[src/source/opl_pkg.sv]
// constants follow the fixed OPL3 slot map and are not meant to be overridden per instance
package opl_pkg;

    localparam int num_banks = 2;
    localparam int ops_per_bank = 18;
    localparam int num_slot_states = num_banks * ops_per_bank + 1; // 36 slots plus idle
    localparam int op_pipe_depth = 6;                              // operator latency in cycles
    localparam int op_slot_depth = 'h16;                           // operator addresses incl. gaps
    localparam int chan_depth = 9;                                 // channels per bank

    typedef logic [7:0] reg_addr_t;
    typedef logic [7:0] reg_data_t;
    typedef logic bank_t;
    typedef logic [4:0] op_num_t;    // 0 to 17
    typedef logic [4:0] op_addr_t;   // register offset with the OPL gaps
    typedef logic [3:0] chan_addr_t;
    typedef logic [5:0] tl_t;
    typedef logic signed [12:0] op_out_t;

    localparam reg_addr_t tl_base = 8'h40;  // total level 0x40..0x55
    localparam reg_addr_t kon_base = 8'hB0; // key-on in bit 5
    localparam reg_addr_t cnt_base = 8'hC0; // connection in bit 0

    // slot index lives in a separate counter
    typedef enum logic [5:0] {
        seq_idle = 6'd0,
        seq_run  = 6'd1
    } seq_state_e;

    // four-phase register write slave
    typedef enum logic [1:0] {
        wr_idle     = 2'd0,
        wr_strobe   = 2'd1,
        wr_ack_hold = 2'd2
    } wr_state_e;

endpackage
[src/source/reg_wr_if.sv]
// carries one accepted register write and valid is high for exactly one cycle per write
`timescale 1ns/1ps

interface reg_wr_if;
    logic               valid; // one-cycle write strobe
    opl_pkg::bank_t     bank;
    opl_pkg::reg_addr_t addr;
    opl_pkg::reg_data_t data;

    modport source (
        output valid,
        output bank,
        output addr,
        output data
    );

    modport sink (
        input valid,
        input bank,
        input addr,
        input data
    );
endinterface

[src/source/opl_op_ctrl_top.sv]
// register writes must be made between frames because the operator pipeline has no back-pressure
`timescale 1ns/1ps

module opl_op_ctrl_top (
    input  logic                clk,
    input  logic                arst_n,
    input  logic                sample_clk_en,
    input  logic [5:0]          connection_sel,  // four-op pairing, bank 0 in bits 2:0
    input  logic                wr_req,
    input  opl_pkg::bank_t      wr_bank,
    input  opl_pkg::reg_addr_t  wr_addr,
    input  opl_pkg::reg_data_t  wr_data,
    output logic                wr_ack,
    output logic                op_valid,
    output opl_pkg::bank_t      op_bank,
    output opl_pkg::op_num_t    op_num,
    output opl_pkg::op_out_t    op_out,
    output logic                ops_done
);
    logic                 slot_valid;
    opl_pkg::bank_t       slot_bank;
    opl_pkg::op_num_t     slot_op;
    opl_pkg::op_addr_t    op_addr;
    opl_pkg::chan_addr_t  kon_chan;
    opl_pkg::chan_addr_t  cnt_chan;
    logic                 mod_eligible;
    opl_pkg::tl_t         tl;
    logic                 kon;
    logic                 cnt;
    opl_pkg::op_out_t     modulation;

    reg_wr_if wr_bus ();

    reg_write_port u_reg_write_port (
        .clk, .arst_n, .wr_req, .wr_bank, .wr_addr, .wr_data, .wr_ack,
        .wr (wr_bus.source)
    );

    opl_reg_file u_reg_file (
        .clk, .arst_n,
        .wr       (wr_bus.sink),
        .rd_en    (slot_valid),
        .rd_bank  (slot_bank),
        .op_addr, .kon_chan, .cnt_chan, .tl, .kon, .cnt
    );

    slot_sequencer u_slot_sequencer (
        .clk, .arst_n, .sample_clk_en, .connection_sel,
        .slot_valid, .slot_bank, .slot_op, .op_addr, .kon_chan, .cnt_chan, .mod_eligible
    );

    level_operator u_level_operator (
        .clk, .arst_n, .slot_valid, .slot_bank, .slot_op, .tl, .kon, .modulation,
        .op_valid, .op_bank, .op_num, .op_out
    );

    modulation_mem u_modulation_mem (
        .clk, .arst_n, .slot_valid, .slot_bank, .slot_op, .mod_eligible, .cnt,
        .op_valid, .op_bank, .op_num, .op_out, .modulation, .ops_done
    );
endmodule

[src/source/modulation_mem.sv]
// modulation always comes from the previous frame because slot n - 3 is still in the pipeline
`timescale 1ns/1ps

module modulation_mem (
    input  logic             clk,
    input  logic             arst_n,
    input  logic             slot_valid,
    input  opl_pkg::bank_t   slot_bank,
    input  opl_pkg::op_num_t slot_op,
    input  logic             mod_eligible,
    input  logic             cnt,         // aligned with the registered read
    input  logic             op_valid,
    input  opl_pkg::bank_t   op_bank,
    input  opl_pkg::op_num_t op_num,
    input  opl_pkg::op_out_t op_out,
    output opl_pkg::op_out_t modulation,
    output logic             ops_done
);
    opl_pkg::op_out_t result_mem [opl_pkg::num_banks][opl_pkg::ops_per_bank];
    opl_pkg::op_out_t rd_q;
    opl_pkg::op_num_t rd_op;
    logic             elig_q;
    logic             op_valid_q;

    // low operators have no source, their eligibility is never set
    assign rd_op = (slot_op >= 5'd3) ? slot_op - 5'd3 : '0;

    always_ff @(posedge clk or negedge arst_n) begin
        if (!arst_n) begin
            for (int b = 0; b < opl_pkg::num_banks; b++) begin
                for (int i = 0; i < opl_pkg::ops_per_bank; i++) begin
                    result_mem[b][i] <= '0;
                end
            end
        end else if (op_valid) begin
            result_mem[op_bank][op_num] <= op_out;
        end
    end

    always_ff @(posedge clk) begin
        if (slot_valid) begin
            rd_q   <= result_mem[slot_bank][rd_op];
            elig_q <= mod_eligible;
        end
    end

    always_ff @(posedge clk or negedge arst_n) begin
        if (!arst_n) begin
            op_valid_q <= 1'b0;
        end else begin
            op_valid_q <= op_valid;
        end
    end

    assign modulation = (elig_q && !cnt) ? rd_q : '0; // additive connection takes none
    assign ops_done   = op_valid_q && !op_valid;      // falling edge ends the frame
endmodule

[src/source/level_operator.sv]
// level-only stand-in for the FM operator with no envelope, phase or waveform
`timescale 1ns/1ps

module level_operator (
    input  logic             clk,
    input  logic             arst_n,
    input  logic             slot_valid,
    input  opl_pkg::bank_t   slot_bank,
    input  opl_pkg::op_num_t slot_op,
    input  opl_pkg::tl_t     tl,          // arrives one cycle after issue
    input  logic             kon,
    input  opl_pkg::op_out_t modulation,
    output logic             op_valid,
    output opl_pkg::bank_t   op_bank,
    output opl_pkg::op_num_t op_num,
    output opl_pkg::op_out_t op_out
);
    logic [opl_pkg::op_pipe_depth:1] valid_p;
    opl_pkg::bank_t                  bank_p [1:opl_pkg::op_pipe_depth];
    opl_pkg::op_num_t                op_p   [1:opl_pkg::op_pipe_depth];
    opl_pkg::op_out_t                out_p  [3:opl_pkg::op_pipe_depth];

    opl_pkg::tl_t     inv_tl;
    opl_pkg::op_out_t level_s2;
    opl_pkg::op_out_t half_mod_s2;
    logic             kon_s2;

    assign inv_tl = 6'd63 - tl;

    always_ff @(posedge clk or negedge arst_n) begin
        if (!arst_n) begin
            valid_p <= '0;
        end else begin
            valid_p <= {valid_p[opl_pkg::op_pipe_depth-1:1], slot_valid};
        end
    end

    always_ff @(posedge clk) begin
        bank_p[1] <= slot_bank;
        op_p[1]   <= slot_op;
        for (int i = 2; i <= opl_pkg::op_pipe_depth; i++) begin
            bank_p[i] <= bank_p[i-1];
            op_p[i]   <= op_p[i-1];
        end

        level_s2    <= opl_pkg::op_out_t'({2'b00, inv_tl, 5'b00000}); // (63 - tl) * 32
        half_mod_s2 <= modulation >>> 1;
        kon_s2      <= kon;

        out_p[3] <= kon_s2 ? level_s2 + half_mod_s2 : '0; // silent when keyed off
        for (int i = 4; i <= opl_pkg::op_pipe_depth; i++) begin
            out_p[i] <= out_p[i-1];
        end
    end

    assign op_valid = valid_p[opl_pkg::op_pipe_depth];
    assign op_bank  = bank_p[opl_pkg::op_pipe_depth];
    assign op_num   = op_p[opl_pkg::op_pipe_depth];
    assign op_out   = out_p[opl_pkg::op_pipe_depth];
endmodule

[src/source/slot_sequencer.sv]
// sample_clk_en is ignored while a frame runs so frames never overlap
`timescale 1ns/1ps

module slot_sequencer (
    input  logic                clk,
    input  logic                arst_n,
    input  logic                sample_clk_en,
    input  logic [5:0]          connection_sel,
    output logic                slot_valid,
    output opl_pkg::bank_t      slot_bank,
    output opl_pkg::op_num_t    slot_op,
    output opl_pkg::op_addr_t   op_addr,
    output opl_pkg::chan_addr_t kon_chan,
    output opl_pkg::chan_addr_t cnt_chan,
    output logic                mod_eligible
);
    opl_pkg::seq_state_e                         state;
    logic [$clog2(opl_pkg::num_slot_states)-1:0] slot_cnt;

    logic [1:0]          op_mod3;   // position inside a channel group
    logic [1:0]          op_div6;
    logic [2:0]          op_div3;
    logic [2:0]          pair_idx;
    logic                pair_sel;
    logic                is_mid;    // operators 6..11 can join a four-op pair
    opl_pkg::chan_addr_t base_chan;

    always_ff @(posedge clk or negedge arst_n) begin
        if (!arst_n) begin
            state    <= opl_pkg::seq_idle;
            slot_cnt <= '0;
        end else begin
            case (state)
                opl_pkg::seq_idle: begin
                    if (sample_clk_en) begin
                        state    <= opl_pkg::seq_run;
                        slot_cnt <= '0;
                    end
                end
                opl_pkg::seq_run: begin
                    if (slot_cnt == 6'(opl_pkg::num_slot_states - 2)) begin
                        state <= opl_pkg::seq_idle; // last slot issued
                    end else begin
                        slot_cnt <= slot_cnt + 1'b1;
                    end
                end
                default: state <= opl_pkg::seq_idle;
            endcase
        end
    end

    assign slot_valid = (state == opl_pkg::seq_run);
    assign slot_bank  = (slot_cnt >= 6'(opl_pkg::ops_per_bank));
    assign slot_op    = slot_bank ? opl_pkg::op_num_t'(slot_cnt - 6'(opl_pkg::ops_per_bank))
                                  : opl_pkg::op_num_t'(slot_cnt);

    always_comb begin
        op_mod3   = 2'(slot_op % 5'd3);
        op_div6   = 2'(slot_op / 5'd6);
        op_div3   = 3'(slot_op / 5'd3);
        pair_idx  = {1'b0, op_mod3} + (slot_bank ? 3'd3 : 3'd0);
        pair_sel  = connection_sel[pair_idx];
        is_mid    = (slot_op >= 5'd6) && (slot_op < 5'd12);
        base_chan = opl_pkg::chan_addr_t'(op_mod3) + opl_pkg::chan_addr_t'(op_div6) * 4'd3;

        if (slot_op < 5'd6) begin
            op_addr = slot_op;
        end else if (slot_op < 5'd12) begin
            op_addr = slot_op + 5'd2;
        end else begin
            op_addr = slot_op + 5'd4;
        end

        cnt_chan = base_chan;
        kon_chan = (is_mid && pair_sel) ? opl_pkg::chan_addr_t'(op_mod3) : base_chan;

        // odd groups take the slot three back, group 2 only when paired
        mod_eligible = op_div3[0] || (op_div3 == 3'd2 && pair_sel);
    end
endmodule

[src/source/opl_reg_file.sv]
// keeps only tl, key-on and connection and silently drops writes to any other register
`timescale 1ns/1ps

module opl_reg_file (
    input  logic                clk,
    input  logic                arst_n,
    reg_wr_if.sink              wr,
    input  logic                rd_en,
    input  opl_pkg::bank_t      rd_bank,
    input  opl_pkg::op_addr_t   op_addr,
    input  opl_pkg::chan_addr_t kon_chan,
    input  opl_pkg::chan_addr_t cnt_chan,
    output opl_pkg::tl_t        tl,
    output logic                kon,
    output logic                cnt
);
    opl_pkg::tl_t tl_mem [opl_pkg::num_banks][opl_pkg::op_slot_depth];
    logic         kon_mem [opl_pkg::num_banks][opl_pkg::chan_depth];
    logic         cnt_mem [opl_pkg::num_banks][opl_pkg::chan_depth];

    opl_pkg::reg_addr_t tl_off;
    opl_pkg::reg_addr_t kon_off;
    opl_pkg::reg_addr_t cnt_off;
    logic               tl_hit;
    logic               kon_hit;
    logic               cnt_hit;

    assign tl_off  = wr.addr - opl_pkg::tl_base;
    assign kon_off = wr.addr - opl_pkg::kon_base;
    assign cnt_off = wr.addr - opl_pkg::cnt_base;

    // offsets wrap below the base so one compare per range is enough
    assign tl_hit  = wr.valid && (tl_off < opl_pkg::reg_addr_t'(opl_pkg::op_slot_depth));
    assign kon_hit = wr.valid && (kon_off < opl_pkg::reg_addr_t'(opl_pkg::chan_depth));
    assign cnt_hit = wr.valid && (cnt_off < opl_pkg::reg_addr_t'(opl_pkg::chan_depth));

    always_ff @(posedge clk or negedge arst_n) begin
        if (!arst_n) begin
            for (int b = 0; b < opl_pkg::num_banks; b++) begin
                for (int i = 0; i < opl_pkg::op_slot_depth; i++) begin
                    tl_mem[b][i] <= '0;
                end
                for (int c = 0; c < opl_pkg::chan_depth; c++) begin
                    kon_mem[b][c] <= 1'b0;
                    cnt_mem[b][c] <= 1'b0;
                end
            end
        end else begin
            if (tl_hit) begin
                tl_mem[wr.bank][opl_pkg::op_addr_t'(tl_off)] <= opl_pkg::tl_t'(wr.data); // ksl bits dropped
            end
            if (kon_hit) begin
                kon_mem[wr.bank][opl_pkg::chan_addr_t'(kon_off)] <= wr.data[5];
            end
            if (cnt_hit) begin
                cnt_mem[wr.bank][opl_pkg::chan_addr_t'(cnt_off)] <= wr.data[0]; // fb bits dropped
            end
        end
    end

    // registered read, data belongs to the slot issued one cycle earlier
    always_ff @(posedge clk) begin
        if (rd_en) begin
            tl  <= tl_mem[rd_bank][op_addr];
            kon <= kon_mem[rd_bank][kon_chan];
            cnt <= cnt_mem[rd_bank][cnt_chan];
        end
    end
endmodule

[src/source/reg_write_port.sv]
// host must hold bank, addr and data stable while wr_req is high and wait for wr_ack to fall
`timescale 1ns/1ps

module reg_write_port (
    input  logic               clk,
    input  logic               arst_n,
    input  logic               wr_req,
    input  opl_pkg::bank_t     wr_bank,
    input  opl_pkg::reg_addr_t wr_addr,
    input  opl_pkg::reg_data_t wr_data,
    output logic               wr_ack,
    reg_wr_if.source           wr
);
    opl_pkg::wr_state_e state;
    opl_pkg::wr_state_e next_state;
    opl_pkg::bank_t     bank_q;
    opl_pkg::reg_addr_t addr_q;
    opl_pkg::reg_data_t data_q;

    always_comb begin
        next_state = state;
        case (state)
            opl_pkg::wr_idle:     if (wr_req) next_state = opl_pkg::wr_strobe;
            opl_pkg::wr_strobe:   next_state = opl_pkg::wr_ack_hold; // single write cycle
            opl_pkg::wr_ack_hold: if (!wr_req) next_state = opl_pkg::wr_idle;
            default:              next_state = opl_pkg::wr_idle;
        endcase
    end

    always_ff @(posedge clk or negedge arst_n) begin
        if (!arst_n) begin
            state  <= opl_pkg::wr_idle;
            wr_ack <= 1'b0;
        end else begin
            state  <= next_state;
            wr_ack <= (next_state == opl_pkg::wr_ack_hold); // drops the cycle after req falls
        end
    end

    always_ff @(posedge clk) begin
        if (state == opl_pkg::wr_idle && wr_req) begin // capture on request
            bank_q <= wr_bank;
            addr_q <= wr_addr;
            data_q <= wr_data;
        end
    end

    assign wr.valid = (state == opl_pkg::wr_strobe);
    assign wr.bank  = bank_q;
    assign wr.addr  = addr_q;
    assign wr.data  = data_q;
endmodule

[config.mk]
export PLATFORM = sky130hd
export DESIGN_NAME = opl_op_ctrl_top
export DESIGN_NICKNAME = d
export VERILOG_FILES = /design/src/source/opl_pkg.sv /design/src/source/reg_wr_if.sv /design/src/source/opl_op_ctrl_top.sv /design/src/source/modulation_mem.sv /design/src/source/level_operator.sv /design/src/source/slot_sequencer.sv /design/src/source/opl_reg_file.sv /design/src/source/reg_write_port.sv
export SDC_FILE = /design/constraint.sdc
export NUM_CORES = 1
export LEC_CHECK = 0
export BUFFER_PORTS_ARGS = -buffer_cell sky130_fd_sc_hd__buf_4
export CAP_MARGIN = 0
export CORE_MARGIN = 4
export CORE_UTILIZATION = 63
export DETAILED_ROUTE_END_ITERATION = 8
export PLACE_DENSITY = 0.87
export SLEW_MARGIN = 20
export SYNTH_ARGS = -nofsm -noshare
export SYNTH_HDL_FRONTEND = slang
export SYNTH_HIERARCHICAL = 1
export SYNTH_SLANG_ARGS = --single-unit
[constraint.sdc]
create_clock -name clk -period 8.4 [get_ports clk]
set_clock_uncertainty 0.15 [all_clocks]
set_input_delay 0.84 -clock clk [delete_from_list [all_inputs] [get_ports clk]]
set_output_delay 0.84 -clock clk [all_outputs]
set_load 0.01 [all_outputs]
==> impl_metrics.ini, run 1 <==
[die]
die_h_um = 261
start_util_pct = 63.8
die_area_um2 = 68200
rows = 92
io_pins = 49
core_area_um2 = 63300
fp.dieW_um = 261

[placed_design]
dp_hpwl_mm = 59.5
numPortBuffers = 46
place.gp.congestion = 0.862
pre_cts_slack_ps = 696

[layout]
antennaDiodeCount = 0
fillCellCount = 3896
seqCellArea_um2 = 22000
areaGrowthSynthToFinish_pct = 9.78
nNetsFinal = 2899
final_cell_mix = mux2_2, dfrtp_1, nand2_1
layout_commonest_cell = mux2_2
multi_input_area_um2 = 17200
drive_above_1_share_pct = 41.5

[clock_tree]
cts_sinks = 892
cts_buffers = 89
cts_resized = 0
cts_tree = done
cts_hold_buf = 0
insertion_delay_ps = 660
htree_levels = 3
cts_setup_buffers = 0
cts-root-buf = clkbuf_16
clk_path_buf_depth = 3
path_clk_slew_ps = 60

[logic_synthesis]
ys_warn_count = 6
syn_inst = 2900
synth.avg_cell_area_um2 = 13.9
netlist_area_um2 = 40400
synth_nets = 2951

[sta]
final.period_utilization_pct = 92.5
period_needed_ps = 7770
slew_viol_final = 0
tightest_slew_ps = 1210
setup_viol_count_final = 0
slew_headroom_pct = 18.9
final_hold_viol_count = 0
max_freq_ghz = 0.129
setup_ws_ps = 631
tns_ps = 0
rsz0062_at_grt = no

[power]
internal_power_mw = 8.70
combPwrFrac_pct = 32.0
p_leak_nw = 20.6
power.switching_mw = 4.86
power_frac_seq_pct = 36.6
clkPwrFrac_pct = 31.4
sw_frac_of_total_pct = 35.8
power_density_nw_per_um2 = 306
peakVddDrop_v = 0.000307

[grt]
grt_start_max_net_pins = 190
grtUsageTotal_pct = 29.0
antenna_found_initial = 2
grt_pass1_vias = 26300
overflow = 0
grt_pass1_wl_mm = 153

[setup_path]
slowest_delay_ps = 600
critical_path_class = reg2reg
critPathBufInv = 4
crit_slowest_cell = a221o_1
crit_arrival_ps = 8020
crit_path_max_fanout = 15
startpoint_type = flip-flop
crit_start = u_slot_sequencer/slot_cnt[2]
cp_top_family = compound AO/OA/AOI/OAI gates
required_ps = 8650
r2r-start = u_slot_sequencer/slot_cnt[2]
worstSetupEndpointType = flip-flop

[drt]
ant_nets = 0
totalWireLength_mm = 98.4
drc_errors = 0
wl_per_cell_um = 26.1
via_count = 25000
drt_iter0_drc = 2451
via_per_inst = 6.63
dr.pass1.iters = 6

[status]
status = complete, no violations

[min_path]
hold_path_class = in2async

[run]
maxCapViolCount = 0
-- sequential cells by signal, summed over array words and instances, names as in the netlist, 2 cells and up --
| name | count |
|---|---|
| u_reg_write_port/state | 2 |
| u_level_operator/bank_p | 6 |
| u_modulation_mem/result_mem | 432 |
| u_reg_file/kon_mem | 18 |
| u_reg_file/cnt_mem | 18 |
| u_reg_file/tl | 6 |
| u_reg_write_port/wr.data | 6 |
| u_modulation_mem/rd_q | 12 |
| u_level_operator/op_p | 30 |
| u_reg_file/tl_mem | 264 |
| u_reg_write_port/wr.addr | 8 |
| u_level_operator/half_mod_s2 | 12 |
| u_level_operator/valid_p | 6 |
| u_level_operator/level_s2 | 6 |
| u_slot_sequencer/slot_cnt | 6 |
| u_level_operator/out_p | 52 |
-- layer usage --
layer	up-vias	routed length [µm]	share of wire [%]	track usage [%]
met5	-	0	0	0
met4	0	5470	5.6	14.6
met3	317	6880	7.0	5.80
met2	1124	47300	48	46.6
met1	13000	38800	39	38.1
li1	10500	-	-	-
-- power by group through the flow --
| stage | logic (mW) | registers (mW) | clock network (mW) |
|---|---|---|---|
| floorplan | 2.97 | 4.91 | 0 |
| global placement | 4.07 | 4.99 | 0 |
| detailed placement | 4.19 | 5.02 | 0 |
| CTS | 4.23 | 4.95 | 4.31 |
| global route | 4.55 | 4.98 | 4.48 |
| finish | 4.34 | 4.95 | 4.26 |
-- through the flow --
stage / area, µm² / hold WS, ps / power (mW) / util (%) / std cells
3_3_place_gp: 41100 / 160 / 9.06 / 64.9 / 3601
3_5_place_dp: 41100 / 162 / 9.21 / 64.9 / 3602
6_report: 44300 / 104 / 13.6 / 70.0 / 3770
2_1_floorplan: 40400 / 160 / 7.88 / - / 2900
5_1_grt: 44300 / 175 / 14.0 / 70.0 / 3770
4_1_cts: 44300 / 153 / 13.5 / 69.9 / 3769
-- layout make-up --
| cell class | count | area share [%] |
|---|---|---|
| Clock buffer | 130 | 6.00 |
| Tap cell | 846 | 2.39 |
| Inverter | 39 | 0.330 |
| Sequential cell | 892 | 49.6 |
| Multi-Input combinational cell | 1733 | 38.8 |
| Timing Repair Buffer | 93 | 1.79 |
| Clock inverter | 37 | 1.19 |
-- worst paths after layout --
check / cells after the start / to / slack, ps
max: 25 / u_reg_file/kon / 630
max in group asynchronous: 3 / u_modulation_mem/result_mem[128] / 6390
min in group clk: 0 / u_level_operator/op_p[0][26] / 170
max reg2reg: 25 / u_reg_file/kon / 630
min: 1 / u_level_operator/valid_p[6] / 100
min reg2reg: 0 / u_level_operator/op_p[0][26] / 170
Power figures use the tool's default switching activity.
==> run 2, diff against run 1 <==
--- a/config.mk
+++ b/config.mk
@@ -5,12 +5,13 @@
 export SDC_FILE = /design/constraint.sdc
 export NUM_CORES = 1
 export LEC_CHECK = 0
+export ABC_CLOCK_PERIOD_IN_PS = 6260
 export BUFFER_PORTS_ARGS = -buffer_cell sky130_fd_sc_hd__buf_4
 export CAP_MARGIN = 0
 export CORE_MARGIN = 4
-export CORE_UTILIZATION = 63
+export CORE_UTILIZATION = 35
 export DETAILED_ROUTE_END_ITERATION = 8
-export PLACE_DENSITY = 0.87
+export PLACE_DENSITY = 0.58
 export SLEW_MARGIN = 20
 export SYNTH_ARGS = -nofsm -noshare
 export SYNTH_HDL_FRONTEND = slang
==> constraint.sdc (replaced) <==
create_clock -name clk -period 6.26 [get_ports clk]
set_clock_uncertainty 0.15 [all_clocks]
set_input_delay 0.626 -clock clk [delete_from_list [all_inputs] [get_ports clk]]
set_output_delay 0.626 -clock clk [all_outputs]
set_load 0.01 [all_outputs]
==> impl_metrics.ini, run 2 (synthesis results as in run 1) <==
[die]
core_area_um2 = 115000
start_util_pct = 35.3
die_h_um = 348
fp.dieW_um = 348
io_pins = 49
rows = 124
die_area_um2 = 121000

[sta]
slew_viol_final = 0
setup_ws_ps = -183
rsz0062_at_grt = yes
period_needed_ps = 6440
final.period_utilization_pct = 103
tightest_slew_ps = 1080
tns_ps = -183
setup_viol_count_final = 1
final_hold_viol_count = 0
max_freq_ghz = 0.155
slew_headroom_pct = 28.0

[clock_tree]
path_clk_slew_ps = 60
cts_buffers = 99
cts-root-buf = clkbuf_16
cts_sinks = 892
cts_tree = done
clk_path_buf_depth = 3
insertion_delay_ps = 680
htree_levels = 3

[drt]
via_per_inst = 5.27
wl_per_cell_um = 22.2
ant_nets = 0
totalWireLength_mm = 101
drc_errors = 0
dr.pass1.iters = 5
via_count = 23900
drt_iter0_drc = 1405

[grt]
grt_pass1_wl_mm = 156
grt_start_max_net_pins = 172
overflow = 0
antenna_found_initial = 0
grtUsageTotal_pct = 16.6
grt_pass1_vias = 24800

[power]
clkPwrFrac_pct = 31.3
power_frac_seq_pct = 34.9
internal_power_mw = 12.2
sw_frac_of_total_pct = 35.6
power_density_nw_per_um2 = 410
p_leak_nw = 21.1
peakVddDrop_v = 0.000283
combPwrFrac_pct = 33.8
power.switching_mw = 6.75

[run]
maxCapViolCount = 0

[setup_path]
crit_slowest_cell = fa_1
crit_arrival_ps = 6710
crit_top_cell = ha_4
crit_path_max_fanout = 5
reg2reg_depth = 24
critical_path_class = reg2reg
worstSetupEndpointType = flip-flop
worstPathCellList = inv_4, ha_4, or4_4, a221o_1, ha_4, a211o_4, a222oi_1, buf_4, ha_4, inv_2, a21o_1, a221oi_2, and3_4, mux2i_4, ha_2, inv_2, fa_1, nor3b_2, a21oi_2, nor3_2, mux2_4, mux4_2, mux4_2, mux2_4
slowest_delay_ps = 470
required_ps = 6530
startpoint_type = flip-flop

[status]
violations = setup timing
status = complete, but fails checks

[placed_design]
pre_cts_slack_ps = -490
dp_hpwl_mm = 62.6
numPortBuffers = 46
place.gp.congestion = 0.832

[layout]
layout_commonest_cell = mux2_2
final_cell_mix = mux2_2, dfrtp_1, nand2_1
drive_above_1_share_pct = 43.1
post-route-util_pct = 40.3
antennaDiodeCount = 0
fillCellCount = 10700
top_register = u_modulation_mem/result_mem
areaGrowthSynthToFinish_pct = 14.3
largestRegisters = u_modulation_mem/result_mem (432), u_reg_file/tl_mem (264), u_level_operator/out_p (52)
largest_reg_flops = 432
nNetsFinal = 2998

[min_path]
hold_path_class = in2reg
hold_depth = 2
run 2: cell types whose count changed in the layout (fill, tap and decap cells not counted), moves of 4 or more:
cell           before  now
clkbuf_16          95  101
clkbuf_8           15   28
nor2_2             19   10
inv_1              38   33
buf_4              85  156
nor2_1             74   83
bufinv_16          11    5
inv_2               1    5
ha_1               21   17
dlygate4sd3_1       0   16
clkbuf_1           20   24
run 2: power by group through the flow:
stage	combinational, mW	clock, mW	sequential (mW)
2_1_floorplan	4.04	0	6.59
3_3_place_gp	6.21	0	6.71
3_5_place_dp	6.24	0	6.72
4_1_cts	6.38	6.10	6.62
5_1_grt	6.84	6.33	6.66
6_report	6.39	5.92	6.61
run 2: metal layers:
layer  vias up  wire length, µm  global-route usage [%]
li1      10700                -                       -
met5         -                0                       0
met1     12700            46600                    23.0
met2       380            47700                    27.1
met4         0             3220                    5.48
met3       153             3240                    2.21
run 2: final cells by class:
class,count,area (µm²),share of cell area [%]
clock buffer,153,3000,6.51
clock inverter,31,379,0.821
inverter,39,149,0.323
multi-input combinational,1733,17200,37.3
sequential,892,22000,47.6
tap,1512,1890,4.10
timing repair buffer,182,1520,3.30
run 2: worst paths after layout:
check,to,slack [ps],start
worst max register to register,u_reg_file/kon,-180,u_slot_sequencer/slot_cnt[0]
max in group asynchronous,u_modulation_mem/result_mem[141],4280,arst_n
worst min register to register,u_level_operator/out_p[0][44],160,u_level_operator/out_p[0][31]
worst max-delay path,u_reg_file/kon,-180,u_slot_sequencer/slot_cnt[0]
worst min-delay path,u_reg_write_port/state[0],80,wr_req
min in group asynchronous,u_level_operator/valid_p[6],340,arst_n
run 2: what timing repair did:
item	CTS	global route
setup endpoints to repair	1	1
pin swaps	8	9
resized for setup	9	4
hold buffers	16	0
setup buffers	5	4
hold endpoints to repair	56	0
run 2: through the flow:
step	power, mW	hold slack [ps]	cell area, µm²	cells
after floorplan	10.6	160	40400	2900
after global placement	12.9	160	42500	4332
after detailed placement	13.0	162	42500	4333
after CTS	19.1	35.3	46100	4538
after global routing	19.8	56.3	46200	4542
final	18.9	78.3	46200	4542
run 2: worst max-delay path: cells and delay by family, from the launching register on:
family / cells / cell delay, ps
simple gates: 4 / 1100
flops: 1 / 420
compound gates: 6 / 1470
fa+ha+maj: 5 / 1130
buf+inv: 4 / 300
mux: 5 / 1610
